==> config.mk <==
export PLATFORM = sky130hd
export DESIGN_NAME = gcu_bus_ctrl
export DESIGN_NICKNAME = d
export VERILOG_FILES = /design/src/source/gcu_pkg.sv /design/src/source/gcu_bus_ctrl.sv
export SDC_FILE = /design/constraint.sdc
export NUM_CORES = 1
export LEC_CHECK = 0
export ABC_CLOCK_PERIOD_IN_PS = 6900
export BUFFER_PORTS_ARGS = -buffer_cell sky130_fd_sc_hd__buf_2
export CAP_MARGIN = 20
export CORE_UTILIZATION = 40
export CTS_CLUSTER_SIZE = 16
export DETAILED_ROUTE_END_ITERATION = 16
export GPL_TIMING_DRIVEN = 0
export PLACE_DENSITY_LB_ADDON = 0.08
export SETUP_SLACK_MARGIN = 0.2
export SLEW_MARGIN = 0
export SYNTH_ARGS = -nofsm -noshare
export SYNTH_HDL_FRONTEND = slang
export SYNTH_SLANG_ARGS = --single-unit
==> constraint.sdc <==
create_clock -name CLK96 -period 6.9 [get_ports CLK96]
set_clock_uncertainty 0.2 [all_clocks]
set_input_delay 0.69 -clock CLK96 [delete_from_list [all_inputs] [get_ports CLK96]]
set_output_delay 0.69 -clock CLK96 [all_outputs]
set_load 0.02 [all_outputs]
==> src/source/gcu_pkg.sv <==
package gcu_pkg;

    // cpu and ram data word
    typedef logic [15:0] word_t;

    // video ram address, 8k words
    typedef logic [12:0] vram_addr_t;

    // cpu pointer; only the low bits reach the ram
    typedef logic [15:0] ram_ptr_t;

    // selected register number, stored as din & 0x8f
    typedef logic [7:0] reg_num_t;

    // sprite ram is split in four banks
    typedef logic [1:0] bank_idx_t;

    // bank index in the top bits, word offset below
    typedef logic [11:0] sprite_addr_t;

    // ram read sequence, also used for the two-step write
    typedef enum logic [1:0] {
        RD_IDLE,
        RD_ADDR,
        RD_WAIT,
        RD_DONE
    } read_state_e;

    // sprite window inside the vram address space
    localparam vram_addr_t SPRITE_WIN_BASE = 13'h1800;
    localparam int SPRITE_WIN_WORDS = 1024;

    // x and y for each of bg, fg, text, sprite
    localparam int SCROLL_REG_COUNT = 8;

endpackage

==> src/source/gcu_bus_ctrl.sv <==
`timescale 1ns/100ps

module gcu_bus_ctrl #(
    parameter int VRAM_AW = 13
) (
    input  logic               CLK96,
    input  logic               RESET96,
    input  gcu_pkg::word_t     din,
    input  logic               op_select_reg,
    input  logic               op_write_reg,
    input  logic               op_set_ram_ptr,
    input  logic               op_write_ram,
    input  logic               op_read_ram_h,
    input  logic               op_read_ram_l,
    input  gcu_pkg::word_t     ram_rdata,
    output gcu_pkg::word_t     dout,
    output logic               ack,
    output logic               ram_we,
    output gcu_pkg::vram_addr_t ram_addr,
    output gcu_pkg::word_t     ram_din,
    output gcu_pkg::word_t     bg_scroll_x,
    output gcu_pkg::word_t     bg_scroll_y,
    output gcu_pkg::word_t     fg_scroll_x,
    output gcu_pkg::word_t     fg_scroll_y,
    output gcu_pkg::word_t     txt_scroll_x,
    output gcu_pkg::word_t     txt_scroll_y,
    output gcu_pkg::word_t     spr_scroll_x,
    output gcu_pkg::word_t     spr_scroll_y
);

    gcu_pkg::reg_num_t      reg_num;
    gcu_pkg::ram_ptr_t      ptr;
    gcu_pkg::word_t         scroll_q [gcu_pkg::SCROLL_REG_COUNT];
    gcu_pkg::read_state_e   state;
    gcu_pkg::read_state_e   cur_state;
    gcu_pkg::vram_addr_t    ptr_lo;
    logic [5:0]             op_vec;
    logic [5:0]             last_op;
    logic                   op_changed;
    logic                   rd_low;
    logic                   reg_valid;
    logic                   do_sel;
    logic                   do_wreg;
    logic                   do_ptr;
    logic                   do_wstart;
    logic                   do_rstart;
    logic                   do_rdone;

    assign op_vec = {op_select_reg, op_write_reg, op_set_ram_ptr,
                     op_write_ram, op_read_ram_h, op_read_ram_l};
    assign op_changed = (op_vec != last_op);

    // any change in the strobe set restarts the sequence
    assign cur_state = op_changed ? gcu_pkg::RD_IDLE : state;

    assign ptr_lo = gcu_pkg::vram_addr_t'(ptr[VRAM_AW-1:0]);
    // read_h wins when both read strobes are up
    assign rd_low = op_read_ram_l && !op_read_ram_h;
    assign reg_valid = (reg_num & 8'h7f) < 8'(gcu_pkg::SCROLL_REG_COUNT);

    // strobe priority; the second write cycle blocks everything else
    always_comb begin
        do_sel    = 1'b0;
        do_wreg   = 1'b0;
        do_ptr    = 1'b0;
        do_wstart = 1'b0;
        do_rstart = 1'b0;
        do_rdone  = 1'b0;
        if (!ram_we) begin
            if (op_select_reg) begin
                do_sel = 1'b1;
            end else if (op_write_reg) begin
                do_wreg = 1'b1;
            end else if (op_set_ram_ptr) begin
                do_ptr = 1'b1;
            end else if (op_write_ram) begin
                do_wstart = (cur_state == gcu_pkg::RD_IDLE);
            end else if (op_read_ram_h || op_read_ram_l) begin
                do_rstart = (cur_state == gcu_pkg::RD_IDLE);
                do_rdone  = (cur_state == gcu_pkg::RD_WAIT);
            end
        end
    end

    always_ff @(posedge CLK96 or posedge RESET96) begin
        if (RESET96) begin
            ack     <= 1'b1;
            ram_we  <= 1'b0;
            reg_num <= 8'hff;
            ptr     <= '0;
            last_op <= '0;
            state   <= gcu_pkg::RD_IDLE;
            for (int i = 0; i < gcu_pkg::SCROLL_REG_COUNT; i++) begin
                scroll_q[i] <= '0;
            end
        end else begin
            last_op <= op_vec;
            if (ram_we) begin
                // second write cycle always completes
                ram_we <= 1'b0;
                ptr    <= ptr + 16'd1;
                ack    <= 1'b1;
                state  <= op_changed ? gcu_pkg::RD_IDLE : gcu_pkg::RD_DONE;
            end else if (do_sel) begin
                reg_num <= din[7:0] & 8'h8f;
                ack     <= 1'b1;
                state   <= gcu_pkg::RD_IDLE;
            end else if (do_wreg) begin
                if (reg_valid) begin
                    scroll_q[reg_num[2:0]] <= din;
                end
                ack   <= 1'b1;
                state <= gcu_pkg::RD_IDLE;
            end else if (do_ptr) begin
                ptr   <= din;
                ack   <= 1'b1;
                state <= gcu_pkg::RD_IDLE;
            end else if (op_write_ram) begin
                if (do_wstart) begin
                    ram_we <= 1'b1;
                    ack    <= 1'b0;
                    state  <= gcu_pkg::RD_ADDR;
                end
            end else if (op_read_ram_h || op_read_ram_l) begin
                case (cur_state)
                    gcu_pkg::RD_IDLE: begin
                        ack   <= 1'b0;
                        state <= gcu_pkg::RD_ADDR;
                    end
                    // ram output registers during this cycle
                    gcu_pkg::RD_ADDR: state <= gcu_pkg::RD_WAIT;
                    gcu_pkg::RD_WAIT: begin
                        ack   <= 1'b1;
                        state <= gcu_pkg::RD_DONE;
                    end
                    default: state <= gcu_pkg::RD_DONE;
                endcase
            end else begin
                ack   <= 1'b1;
                state <= gcu_pkg::RD_IDLE;
            end
        end
    end

    // ram port and read data
    always_ff @(posedge CLK96) begin
        if (do_wstart) begin
            ram_addr <= ptr_lo;
            ram_din  <= din;
        end else if (do_rstart) begin
            ram_addr <= ptr_lo + gcu_pkg::vram_addr_t'(rd_low);
        end
        if (do_rdone) begin
            dout <= ram_rdata;
        end
    end

    assign bg_scroll_x  = scroll_q[0];
    assign bg_scroll_y  = scroll_q[1];
    assign fg_scroll_x  = scroll_q[2];
    assign fg_scroll_y  = scroll_q[3];
    assign txt_scroll_x = scroll_q[4];
    assign txt_scroll_y = scroll_q[5];
    assign spr_scroll_x = scroll_q[6];
    assign spr_scroll_y = scroll_q[7];

    // each write strobes the ram for a single cycle
    a_we_single: assert property (@(posedge CLK96) disable iff (RESET96)
        ram_we |=> !ram_we)
        else $error("ram_we held high for two cycles");

endmodule

==> key figures <==
Status
  • Status: finished, final reports clean

GRT
  • Grt ovf: 0
  • Initial antenna violation count: 1
  • Largest net degree at the start of global routing: slightly above 80
  • First-pass GRT wire length: between 20000 and 30000 um
  • Total GRT Usage: between 10% and 20%
  • Vias in the first global route: ~5300

Worst setup path
  • Data arrival, critical path: approximately 2800 ps
  • Worst r2r src: ram_we
  • Max stage delay on crit path: roughly 1100 ps
  • Worst-path cell chain: nor4_1 > o21ai_0 > a22oi_1
  • Max FO, Critical Path: 14
  • CP endpoint kind: register
  • Crit path from: ram_we
  • CP Class: reg -> reg
  • Critical-path top delay cell: a22oi_1
  • Startpoint Class: register
  • Worst EP required: roughly 6800 ps

Clocking
  • CTS Root Cell: clkbuf_16
  • CTS tree: yes
  • Clock sink count: 201
  • Clock transition at path regs: 60 ps
  • Post-CTS Hold Fix Bufs: 0
  • CTS resizes: 0
  • Clk_lat worst skew: roughly 490 ps
  • Total CTS buffers: 23
  • H-tree Lvls: 1
  • Clock Path Buffers: 3
  • Post-CTS Setup Repair Bufs: 0

STA
  • Fin. Hold Viols: 0
  • Tcrit/Tclk final: 41.8%
  • RSZ-0062 raised after global routing: false
  • Pins Over Slew Limit: 0
  • Endpoints failing setup: 0
  • TNS Setup: 0 ps
  • Max Freq: between 0.3 and 0.4 GHz
  • Worst Tran Pin Value: between 1000 and 1500 ps
  • Slew HR: between 10% and 20%
  • Hold WS: between 100 and 150 ps
  • Final min period: 2880 ps

Synth
  • Syn_area_per_cell: ~16 sq um
  • Synth Cell Area: between 7000 and 8000 sq um
  • Syn Nets: roughly 550
  • FF+latch count, synth: 201
  • Cells after Synth: ~500
  • Yosys cell types: between 40 and 50
  • Sequential share of the synthesized area: around 67%
  • Synth Warn #: 0

Drt
  • Met2 Wirelength: around 9600 um
  • Drt first pass iters: 4
  • DRC errors left: 0
  • Wirelength, routed: roughly 19000 um
  • Average routed wire per standard cell: roughly 19 um
  • Antenna-violating nets left: 0
  • M1 WL: around 7600 um
  • Uppermost layer routed: met5
  • WL met3: roughly 1500 um
  • Vias/cell: roughly 5
  • Via count: roughly 5000
  • DRT iter0 DRCs: between 150 and 200

Floorplan
  • Die height: 142 um
  • Die area: 20300 sq um
  • FP Rows: 50
  • Core area: around 19000 sq um
  • DIE WIDTH: around 140 um
  • Num ports: ~220
  • Initial Util: approximately two fifths

Cells and area
  • Fillers: about 1700
  • Ratio of cells with drive above 1 in the final layout: about half
  • Nets: between 700 and 800
  • Synthesis-to-layout area growth: 26.9%

Pwr
  • VDD IR max: between 200 and 250 uV
  • Leak: around 0.0047 uW
  • Total power divided by cell area: roughly 370 nW/um^2

Hold path
  • Hold Crit Class: in -> async

Placement
  • IO Port Bufs: ~210
  • Post-DP HPWL: ~13000 um
  • GP Congestion: 0.795

Run
  • MaxCap Viol Count: 0
[final timing paths]
check,to,slack (ps),cells past startpoint
max in group asynchronous,bg_scroll_y[11],5510,3
max,ram_addr[12],4020,3
min,txt_scroll_y[5],140,2
min in group CLK96,last_op[0],150,1
min reg2reg,txt_scroll_x[8],280,1
max reg2reg,ram_addr[12],4020,3
[worst max-delay path: cells and delay by family (launching register included)]
kind | cells | cell delay, ps
DFF | 1 | 420
and+or+nand+nor | 1 | 420
AOI/OAI and AO/OA | 2 | 1450
[cells by family (layout without fill, tap and decap cells)]
family / Yosys count / after routing / share of synthesized area [%]
buffers and inverters: 35 / 288 / 2.29
AND/OR/NAND/NOR: 76 / 76 / 5.79
multiplexers: 135 / 135 / 19.7
adder cells (fa/ha/maj): 3 / 3 / 0.476
XOR/XNOR: 17 / 17 / 1.89
flip-flops: 201 / 201 / 66.8
other: 0 / 1 / 0
AO/OA/AOI/OAI: 35 / 35 / 3.06
[layout make-up]
cell class / instances / area (sq um) / share of cell area, %
clock buffer: 35 / 661 / 6.60
buffer: 26 / 146 / 1.46
inverter: 9 / 38.8 / 0.388
multi-input combinational: 266 / 2450 / 24.5
antenna: 1 / 2.50 / 0.0250
clock inverter: 2 / 10.0 / 0.100
tap: 260 / 325 / 3.25
timing repair buffer: 216 / 1110 / 11.1
sequential: 201 / 5260 / 52.6
[registers in the layout (all words and copies together) (netlist names)]
signal	count
ram_addr	13
ptr	13
txt_scroll_x	16
reg_num	5
txt_scroll_y	16
bg_scroll_y	16
ack	1
ram_we	1
dout	16
spr_scroll_y	16
bg_scroll_x	16
fg_scroll_y	16
state	2
last_op	6
ram_din	16
spr_scroll_x	16
fg_scroll_x	16
[cells in the final DEF (no fill, tap or decap), drive strengths merged, types with 8 or more instances in the layout]
cell	instances
inv	9
nand3	8
edfxtp	45
mux2	134
a211oi	10
clkbuf	46
nor2	18
buf	231
a21oi	8
nand2	9
dfrtp	150
xnor2	11
[layer usage]
layer,vias to the layer above,GRT usage (%)
li1,2300,-
met1,2517,23.2
met2,157,33.4
met3,17,6.22
met4,2,4.58
met5,-,0
[per-stage QoR]
stage / instances / worst slack, ps / power [uW] / util [%] / cell area (sq um)
floorplan: 502 / 1810 / 2290 / - / 7880
global placement: 976 / 225 / 2660 / 48.8 / 9280
detailed placement: 978 / 3640 / 2690 / 49.1 / 9330
CTS: 1015 / 4010 / 3800 / 52.6 / 10000
global route: 1015 / 3800 / 3940 / 52.6 / 10000
finish: 1016 / 4020 / 3750 / 52.6 / 10000
[power by group]
group,leakage [uW],total (uW),internal (uW),switching (uW)
clock network,0.000329,1090,651,441
registers,0.00236,1640,1500,147
logic,0.00204,1010,405,607
total,0.00473,3750,2550,1190
[synthesized netlist by cell type, drive strengths merged]
cell	instances	area share (%)
a211oi	10	0.95
a21oi	8	0.51
a221o	1	0.13
a22oi	1	0.095
a311oi	4	0.44
a31o	1	0.11
a31oi	1	0.079
a41oi	1	0.11
and2	6	0.49
and3	6	0.48
and4	2	0.22
buf	15	1.3
clkbuf	11	0.56
dfrtp	150	48
dfstp	6	2.0
edfxtp	45	17
ha	3	0.48
inv	9	0.43
mux2	134	20
mux2i	1	0.13
nand2	9	0.43
nand2b	2	0.16
nand3	8	0.51
nand4	5	0.40
nand4b	2	0.22
nor2	18	0.92
nor2b	4	0.32
nor3	3	0.33
nor3b	5	0.76
nor4	4	0.40
o21ai	6	0.38
o221a	1	0.14
o2bb2ai	1	0.11
or3	2	0.16
xnor2	11	1.2
xor2	6	0.67
Power figures use the tool's default switching activity.
