$ cat src/source/gcu_pkg.sv
package gcu_pkg;

    // cpu and ram data word
    typedef logic [15:0] word_t;

    // video ram address, 8k words
    typedef logic [12:0] vram_addr_t;

    // cpu pointer; only the low bits reach the ram
    typedef logic [15:0] ram_ptr_t;

    // selected register number, stored as din & 0x8f
    typedef logic [7:0] reg_num_t;

    // sprite ram is split in four banks
    typedef logic [1:0] bank_idx_t;

    // bank index in the top bits, word offset below
    typedef logic [11:0] sprite_addr_t;

    // ram read sequence, also used for the two-step write
    typedef enum logic [1:0] {
        RD_IDLE,
        RD_ADDR,
        RD_WAIT,
        RD_DONE
    } read_state_e;

    // sprite window inside the vram address space
    localparam vram_addr_t SPRITE_WIN_BASE = 13'h1800;
    localparam int SPRITE_WIN_WORDS = 1024;

    // x and y for each of bg, fg, text, sprite
    localparam int SCROLL_REG_COUNT = 8;

endpackage

$ cat src/source/gcu_sprite_bank_ctrl.sv
`timescale 1ns/100ps

module gcu_sprite_bank_ctrl #(
    parameter int SPRITE_BANK_WORDS = 1024
) (
    input  logic                  CLK96,
    input  logic                  RESET96,
    input  logic                  lvbl,
    output gcu_pkg::bank_idx_t    wr_bank,
    output gcu_pkg::bank_idx_t    rd_bank,
    output logic                  clearing,
    output gcu_pkg::sprite_addr_t clear_addr
);

    localparam int OFS_W = $clog2(SPRITE_BANK_WORDS);

    logic                 lvbl_q;
    logic                 lvbl_rise;
    logic [OFS_W-1:0]     clear_cnt;
    gcu_pkg::bank_idx_t   clr_bank;

    assign lvbl_rise = lvbl && !lvbl_q;

    // bank written next gets swept while the cpu fills wr_bank
    assign clr_bank = wr_bank + 2'd1;
    // renderer stays two frames behind the cpu
    assign rd_bank  = wr_bank + 2'd2;

    assign clear_addr = gcu_pkg::sprite_addr_t'({clr_bank, clear_cnt});

    always_ff @(posedge CLK96 or posedge RESET96) begin
        if (RESET96) begin
            lvbl_q    <= 1'b0;
            wr_bank   <= '0;
            clearing  <= 1'b0;
            clear_cnt <= '0;
        end else begin
            lvbl_q <= lvbl;
            if (lvbl_rise) begin
                wr_bank   <= wr_bank + 2'd1;
                clearing  <= 1'b1;
                clear_cnt <= '0;
            end else if (clearing) begin
                // one word per cycle, stop after the last one
                if (clear_cnt == OFS_W'(SPRITE_BANK_WORDS - 1)) begin
                    clearing <= 1'b0;
                end
                clear_cnt <= clear_cnt + 1'b1;
            end
        end
    end

    a_clear_in_bank: assert property (@(posedge CLK96) disable iff (RESET96)
        clearing |-> (int'(clear_addr) / SPRITE_BANK_WORDS) ==
                     int'(gcu_pkg::bank_idx_t'(wr_bank + 2'd1)))
        else $error("clear sweep left bank wr_bank+1");

endmodule

$ cat config.mk
export PLATFORM = sky130hd
export DESIGN_NAME = gcu_sprite_bank_ctrl
export DESIGN_NICKNAME = d
export VERILOG_FILES = /design/src/source/gcu_pkg.sv /design/src/source/gcu_sprite_bank_ctrl.sv
export SDC_FILE = /design/constraint.sdc
export NUM_CORES = 1
export LEC_CHECK = 0
export BUFFER_PORTS_ARGS = -buffer_cell sky130_fd_sc_hd__buf_2
export CAP_MARGIN = 20
export CORE_MARGIN = 1.5
export CORE_UTILIZATION = 51
export DETAILED_ROUTE_END_ITERATION = 10
export PLACE_DENSITY = 0.77
export SYNTH_ARGS = -nofsm -noshare
export SYNTH_HDL_FRONTEND = slang
export SYNTH_SLANG_ARGS = --single-unit
$ cat constraint.sdc
create_clock -name CLK96 -period 2.7 [get_ports CLK96]
set_input_delay 0.54 -clock CLK96 [delete_from_list [all_inputs] [get_ports CLK96]]
set_output_delay 0.54 -clock CLK96 [all_outputs]
set_load 0.03 [all_outputs]
==> impl_summary.log, run 1 <==
INFO  metric groute.layer.met3.usage = 0.03468
INFO  metric floorplan.die.width = around 40 microns
INFO  metric final_weighted_congestion_of_routability_driven_global_placement = just over 0.7
INFO  metric synth.top_cell.area_share = 0.5283
INFO  metric dieArea = around 0.0015 sq mm
INFO  metric number_of_antenna_violations_at_the_first_check_in_global_routing = 0
INFO  metric slowest_delay = 0.53 ns
INFO  metric layout_min_cycle_time = 1.602 ns
INFO  metric tightest_slew = 0.5157 ns
INFO  metric hp-class = input port to asynchronous set/reset pin
INFO  metric io_buffer_count = 19
INFO  metric grt.overflow.total = 0
INFO  metric dp_worst_setup_slack = ~1.1 ns
INFO  metric io-pin-count = 20
INFO  metric critical-path-slowest-cell = sky130_fd_sc_hd__dfrtp_1
INFO  metric filler_cell_count_in_the_final_layout = 93
INFO  metric root_buffer = sky130_fd_sc_hd__clkbuf_4
INFO  metric clock_sinks = 14
INFO  metric maxCapViolCount = 0
INFO  metric drt_pass1_iterations = 4
INFO  metric critical_path_required = around 2.2 ns
INFO  metric syn-instance-count = 64
INFO  metric clockBufferDepth = 2
INFO  metric post-dp-hpwl = around 870 microns
INFO  metric netlist_area = about 660 sq um
INFO  metric synth_largest_area_cell = sky130_fd_sc_hd__dfrtp_1
INFO  metric all_layer_gr_usage = 0.1837
INFO  metric antenna_cells = 0
INFO  metric ctsHoldBuffers = 0
INFO  metric timing.critical_path.from_type = flop
INFO  metric bufs_and_invs_on_worst_path = 1
INFO  metric arrival_worst_endpoint = around 1.1 ns
INFO  metric part_of_the_yosys_area_used_for_sequential_elements = 0.5283
INFO  metric globalRouteMet1Util = 0.2308
INFO  metric cellPowerDensity = 966.8 mW/mm^2
INFO  metric num-nets-final = 90
INFO  metric cts.reportedPaths.clkPinSlew = approximately 0.090 ns
INFO  metric route.antenna.remaining_nets = 0
INFO  metric crit_family = flip-flops
INFO  metric crit_path_cell_trace = buf_2
INFO  metric power.ir.vdd_worst = 656.1 uV
INFO  metric setup_total_negative_slack = 0 ns
INFO  metric path_max_fanout = 8
INFO  metric viasPerCell = around 5.3
INFO  metric worst-setup-path-type = flop to primary output
INFO  metric critPathCaptureType = primary output
INFO  metric dr_vias = approximately 520
INFO  metric layout.cells.most_common = sky130_fd_sc_hd__buf_2
INFO  metric postCtsSetupRepairBufs = 0
INFO  metric insertion_delay = about 0.27 ns
INFO  metric timing.final.ws_setup = 1.098 ns
INFO  metric floorplan.core_area = between 0.001 and 0.0015 sq mm
INFO  metric worst_slew_margin_rel = 0.6558
INFO  metric rsz0062_at_grt = no
INFO  metric run_status = finished, final reports clean
INFO  metric detailedRoute.firstIterationViolations = 7
INFO  metric multi_input_comb_area = ~280 sq um
INFO  metric hold_violations = 0
INFO  metric clock.fmax = 624.1 MHz
INFO  metric synth_area_leaders = sky130_fd_sc_hd__dfrtp_1 53%, sky130_fd_sc_hd__xor2_1 5.3%, sky130_fd_sc_hd__xnor2_1 4.0%
INFO  metric synthesis_to_finish_area_growth = 20.75%
INFO  metric slew_violations = 0
INFO  metric netlist_cell_types = 22
INFO  metric largest_net_degree_at_the_start_of_global_routing = 15
INFO  metric tritoncts = done
INFO  metric synthesis.yosys.warnings = 0
INFO  metric wl = 1.193 mm
INFO  metric ctsResizeCount = 0
INFO  metric fin_total_pwr = slightly below 0.0008 W
INFO  metric period_share = 0.5935
INFO  metric cts_inserted_buffers = 3
INFO  metric ys_seq_elements = 14
INFO  metric number_of_global_route_vias_before_repair = between 400 and 500
INFO  metric synth.net_count = between 60 and 70
INFO  metric remaining_drc_errors = 0
INFO  metric cellLeakagePower = approximately 0.39 nW
INFO  metric first_pass_grt_wire_length = roughly 1.8 mm
INFO  metric global_route.usage.met2 = 0.2792
INFO  metric setup_viol_count_final = 0
INFO  metric seqCellArea = ~350 sq um
INFO  metric floorplan.initialDensity = 0.5736
INFO  metric commonest_cells_after_routing_fill_and_taps_aside = 19 x sky130_fd_sc_hd__buf_2, 14 x sky130_fd_sc_hd__dfrtp_1, 5 x sky130_fd_sc_hd__a21oi_1, 5 x sky130_fd_sc_hd__nand2_1, 5 x sky130_fd_sc_hd__nor2_1
INFO  metric drive_above_1_share = 0.3294
INFO  metric grt_most_used_layer = met2
INFO  metric clock_tree.htree_level_count = 1
INFO  metric rows = 12
INFO  metric synthesis.area_per_instance = 10.36 sq um
INFO  metric die-height = about 39 microns
INFO  metric route.detailed.wl_per_inst = 12.05 microns
INFO  metric finalClockSkew = approximately 0.0042 ns
[power breakdown]
part / total [W] / internal (W) / switching [W]
sequential: 0.000302 / 0.000248 / 0.0000544
combinational: 0.000324 / 0.0000956 / 0.000229
clock: 0.000147 / 0.0000819 / 0.0000655
total: 0.000774 / 0.000426 / 0.000349
[sequential cells by signal, summed over array words and instances, names as in the netlist]
| register | cells |
|---|---|
| clear_cnt | 10 |
| clearing | 1 |
| lvbl_q | 1 |
| wr_bank | 2 |
[cell families after synthesis]
family	after synthesis	share of synthesized area
buf+inv	6	0.04527
flops	14	0.5283
simple gates	24	0.2057
mux	1	0.01509
fa+ha+maj	1	0.01886
xor+xnor	7	0.09245
compound gates	11	0.09432
[cell usage after synthesis]
master	n
sky130_fd_sc_hd__nand2_1	5
sky130_fd_sc_hd__nor2_1	5
sky130_fd_sc_hd__nand3_2	1
sky130_fd_sc_hd__ha_1	1
sky130_fd_sc_hd__mux2i_1	1
sky130_fd_sc_hd__nand4_1	2
sky130_fd_sc_hd__inv_1	3
sky130_fd_sc_hd__buf_4	2
sky130_fd_sc_hd__a21oi_1	5
sky130_fd_sc_hd__or3_2	2
sky130_fd_sc_hd__dfrtp_1	14
sky130_fd_sc_hd__o21ai_0	3
sky130_fd_sc_hd__xor2_1	4
sky130_fd_sc_hd__xnor2_1	3
sky130_fd_sc_hd__clkbuf_1	1
sky130_fd_sc_hd__nand3_1	3
sky130_fd_sc_hd__nand2b_1	1
sky130_fd_sc_hd__or3_1	1
sky130_fd_sc_hd__nand4_2	1
sky130_fd_sc_hd__or4_1	2
sky130_fd_sc_hd__nor2b_1	1
sky130_fd_sc_hd__o31ai_1	3
[final timing paths]
check,from,endpoint,slack (ns),depth (start not counted)
setup / recovery,clearing,clearing,1.10,1
hold / removal,RESET96,clear_cnt[6],0.28,2
setup reg to reg,clear_cnt[0],clear_cnt[8],1.17,4
hold reg to reg,wr_bank[1],wr_bank[1],0.53,1
max in group asynchronous,RESET96,clear_cnt[0],2.07,2
min in group CLK96,lvbl,lvbl_q,0.40,1
[final cells by class]
| cell class | count | area share |
|---|---|---|
| flip-flops and latches | 14 | 0.4375 |
| multi-input cells | 44 | 0.3531 |
| repair buffers | 20 | 0.1281 |
| clock buffers | 4 | 0.04531 |
| well taps | 14 | 0.02188 |
| inverters | 3 | 0.01406 |
[worst reg2reg max path, cell delays in order, from the launching register on]
cell	delay (ns)
sky130_fd_sc_hd__dfrtp_1	0.43
sky130_fd_sc_hd__ha_1	0.23
sky130_fd_sc_hd__nand3_1	0.14
sky130_fd_sc_hd__or4_1	0.52
sky130_fd_sc_hd__a21oi_1	0.15
[through the flow]
stage / util / instances / hold WS, ns / cell area (sq um)
2_1_floorplan: - / 64 / 0.4292 / 663.1
3_3_place_gp: 0.6613 / 95 / 0.5062 / 764.5
3_5_place_dp: 0.6613 / 95 / 0.5033 / 764.5
4_1_cts: 0.6926 / 99 / 0.2979 / 800.8
5_1_grt: 0.6926 / 99 / 0.3285 / 800.8
6_report: 0.6926 / 99 / 0.2807 / 800.8
[layer usage]
metal	wire, microns	up-vias
met3	57	2
met1	586	238
li1	-	267
met2	537	16
met4	11	0
met5	0	-
Note: power is estimated with default switching activity, not from simulation.
==> run 2: changes to the inputs <==
CORE_UTILIZATION = 43   (was 51)
PLACE_DENSITY = 0.69   (was 0.77)
clock period = 1.4 ns   (was 2.7 ns; I/O delays follow)
==> impl_summary.log, run 2 (synthesis results as in run 1) <==
INFO  metric run_status = finished, final reports clean
INFO  metric io-pin-count = 20 (unchanged)
INFO  metric timing.critical_path.from_type = flop
INFO  metric worstReg2RegStart = clear_cnt[3]
INFO  metric finalClockSkew = 0.005965 ns (+0.001768 ns)
INFO  metric critical_path_startpoint = clear_cnt[3]
INFO  metric largest_register_ff_count = 10 (unchanged)
INFO  metric bufs_and_invs_on_worst_path = 0 (-1)
INFO  metric dieArea = 0.001787 sq mm (+17%)
INFO  metric cts_inserted_buffers = 3 (unchanged)
INFO  metric root_buffer = sky130_fd_sc_hd__clkbuf_4
INFO  metric worst_slew_margin_rel = 0.6532 (-0.002602)
INFO  metric setup_total_negative_slack = 0 ns (unchanged)
INFO  metric worst-setup-path-type = flop to flop
INFO  metric insertion_delay = 0.28 ns (about the same)
INFO  metric critical-path-slowest-cell = sky130_fd_sc_hd__or4_1
INFO  metric slowest_delay = 0.52 ns (about the same)
INFO  metric number_of_global_route_vias_before_repair = 486 (+9.0%)
INFO  metric floorplan.die.width = 42.27 microns (+8.2%)
INFO  metric tightest_slew = 0.5196 ns (+0.003900 ns)
INFO  metric remaining_drc_errors = 0 (unchanged)
INFO  metric crit_path_cell_trace = nand3_2 > or4_1 > a21oi_1
INFO  metric tritoncts = done
INFO  metric critical_path_required = 1.59 ns (-0.57 ns)
INFO  metric cellPowerDensity = 1810 mW/mm^2 (+87%)
INFO  metric die-height = 42.27 microns (+8.2%)
INFO  metric cellLeakagePower = 0.3901 nW (+1.1%)
INFO  metric slew_violations = 0 (unchanged)
INFO  metric path_max_fanout = 7 (-1)
INFO  metric wl = 1.322 mm (+11%)
INFO  metric antenna_cells = 0 (unchanged)
INFO  metric all_layer_gr_usage = 0.1616 (-0.02212)
INFO  metric detailedRoute.firstIterationViolations = 12 (+5)
INFO  metric clock_tree.htree_level_count = 1 (unchanged)
INFO  metric synthesis_to_finish_area_growth = 30.19%
INFO  metric clock_sinks = 14 (unchanged)
INFO  metric hp-class = input port to asynchronous set/reset pin
INFO  metric floorplan.core_area = 0.001366 sq mm (+18%)
INFO  metric rr_endpoint = clear_cnt[9]
INFO  metric layout_min_cycle_time = around 1.3 ns
INFO  metric number_of_antenna_violations_at_the_first_check_in_global_routing = 0 (unchanged)
INFO  metric maxCapViolCount = 0 (unchanged)
INFO  metric setup_viol_count_final = 0 (unchanged)
INFO  metric hold_violations = 0 (unchanged)
INFO  metric dr_vias = 551 (+5.4%)
INFO  metric arrival_worst_endpoint = 1.54 ns (+0.48 ns)
INFO  metric ff2ff_path_depth = 3 (-1)
INFO  metric route.antenna.remaining_nets = 0 (unchanged)
INFO  metric seqPwrFrac = 0.392 (about the same)
INFO  metric route.detailed.wl_per_inst = 12.83 microns (+6.5%)
INFO  metric grt.overflow.total = 0 (unchanged)
INFO  metric clockBufferDepth = 2 (unchanged)
INFO  metric power.ir.vdd_worst = 1179 uV (+80%)
INFO  metric critPathCaptureType = flop
INFO  metric final_weighted_congestion_of_routability_driven_global_placement = 0.7308 (+1.1%)
INFO  metric largest_register = clear_cnt
INFO  metric io_buffer_count = 19 (unchanged)
INFO  metric largest_net_degree_at_the_start_of_global_routing = 15 (unchanged)
INFO  metric cell_internal_pwr = 0.0008609 W (+100%)
INFO  metric ctsHoldBuffers = 0 (unchanged)
INFO  metric cts.reportedPaths.clkPinSlew = 0.09 ns (about the same)
INFO  metric fin_total_pwr = 0.001562 W (+100%)
INFO  metric layout.cells.most_common = sky130_fd_sc_hd__buf_2
INFO  metric worst-r2r-setup-slack = 0.05 ns (-1.12 ns)
INFO  metric largest_registers = clear_cnt x10, wr_bank x2
INFO  metric floorplan.initialDensity = 0.4853 (-0.08824)
INFO  metric post-dp-hpwl = 946.4 microns (+9.0%)
INFO  metric commonest_cells_after_routing_fill_and_taps_aside = 19 x sky130_fd_sc_hd__buf_2, 7 x sky130_fd_sc_hd__dfrtp_2, 7 x sky130_fd_sc_hd__dfrtp_1, 5 x sky130_fd_sc_hd__nand2_1, 5 x sky130_fd_sc_hd__nor2_1
INFO  metric num-nets-final = 93 (+3.3%)
INFO  metric crit_family = simple AND/OR/NAND/NOR gates
INFO  metric sw_frac_of_total = 0.4490 (-0.001318)
INFO  metric drive_above_1_share = 0.4659 (+0.1365)
INFO  metric portion_of_total_power_attributed_to_combinational_logic = 0.424 (+0.005)
INFO  metric drt_pass1_iterations = 4 (unchanged)
INFO  metric share_clk_of_total_power = 0.184 (-0.006)
INFO  metric rsz0062_at_grt = yes
INFO  metric period_share = 0.9628
INFO  metric viasPerCell = 5.350 (+1.3%)
INFO  metric rows = 13 (+1)
INFO  metric clock.fmax = about 740 MHz
INFO  metric switching_power = 0.0007015 W (+100%)
INFO  metric first_pass_grt_wire_length = 2.132 mm (+17%)
==> run 2: cell count changes in the layout (fill, tap and decap cells not counted), sizes merged <==
cell and change:
buf +3
==> run 2: per-stage QoR <==
step | cell area, sq um | hold slack, ns | utilization | worst slack, ns | cells
after floorplan | 701.9 | 0.1687 | - | 0.008249 | 64
after global placement | 800.8 | 0.3453 | 0.5861 | 0.09337 | 96
after detailed placement | 800.8 | 0.3462 | 0.5861 | 0.05796 | 96
after CTS | 837.1 | 0.04083 | 0.6126 | 0.03572 | 100
after global routing | 863.3 | 0.06697 | 0.6319 | -0.001806 | 103
final | 863.3 | 0.01925 | 0.6319 | 0.05204 | 103
==> run 2: how the worst max path moves through the flow <==
stage          slack, ns            to  depth (start not counted)
5_1_grt           -0.002  clear_cnt[8]                          4
3_3_place_gp        0.09  clear_cnt[7]                          3
6_report            0.05  clear_cnt[9]                          3
3_5_place_dp        0.06  clear_cnt[7]                          3
4_1_cts             0.04  clear_cnt[7]                          3
2_1_floorplan      0.008  clear_cnt[7]                          4
==> run 2: timing repair <==
item,CTS,global route
endpoints found under the hold margin,0,0
resized for setup,0,1
setup endpoints to repair,0,3
setup buffers,0,3
==> run 2: layout make-up <==
cell class	instances	area, sq um
clock buffers	4	36.28
fillers	124	503.0
inverters	3	11.26
multi-input cells	44	312.8
flip-flops and latches	14	359.1
well taps	15	18.77
repair buffers	23	125.1
==> run 2: metal layers <==
metal | part of all wire | global-route usage | vias up
met3 | 0.053 | 0.03879 | 2
li1 | - | - | 276
met2 | 0.49 | 0.2708 | 16
met5 | 0 | 0 | -
met4 | 0.012 | 0.09375 | 0
met1 | 0.44 | 0.1853 | 257
==> run 2: power groups by stage <==
stage | Sequential (W) | Combinational [W] | Clock (W)
floorplan | 0.000758 | 0.000345 | 0
global placement | 0.000616 | 0.000640 | 0
detailed placement | 0.000624 | 0.000646 | 0
CTS | 0.000616 | 0.000649 | 0.000300
global route | 0.000627 | 0.000715 | 0.000317
finish | 0.000612 | 0.000662 | 0.000288
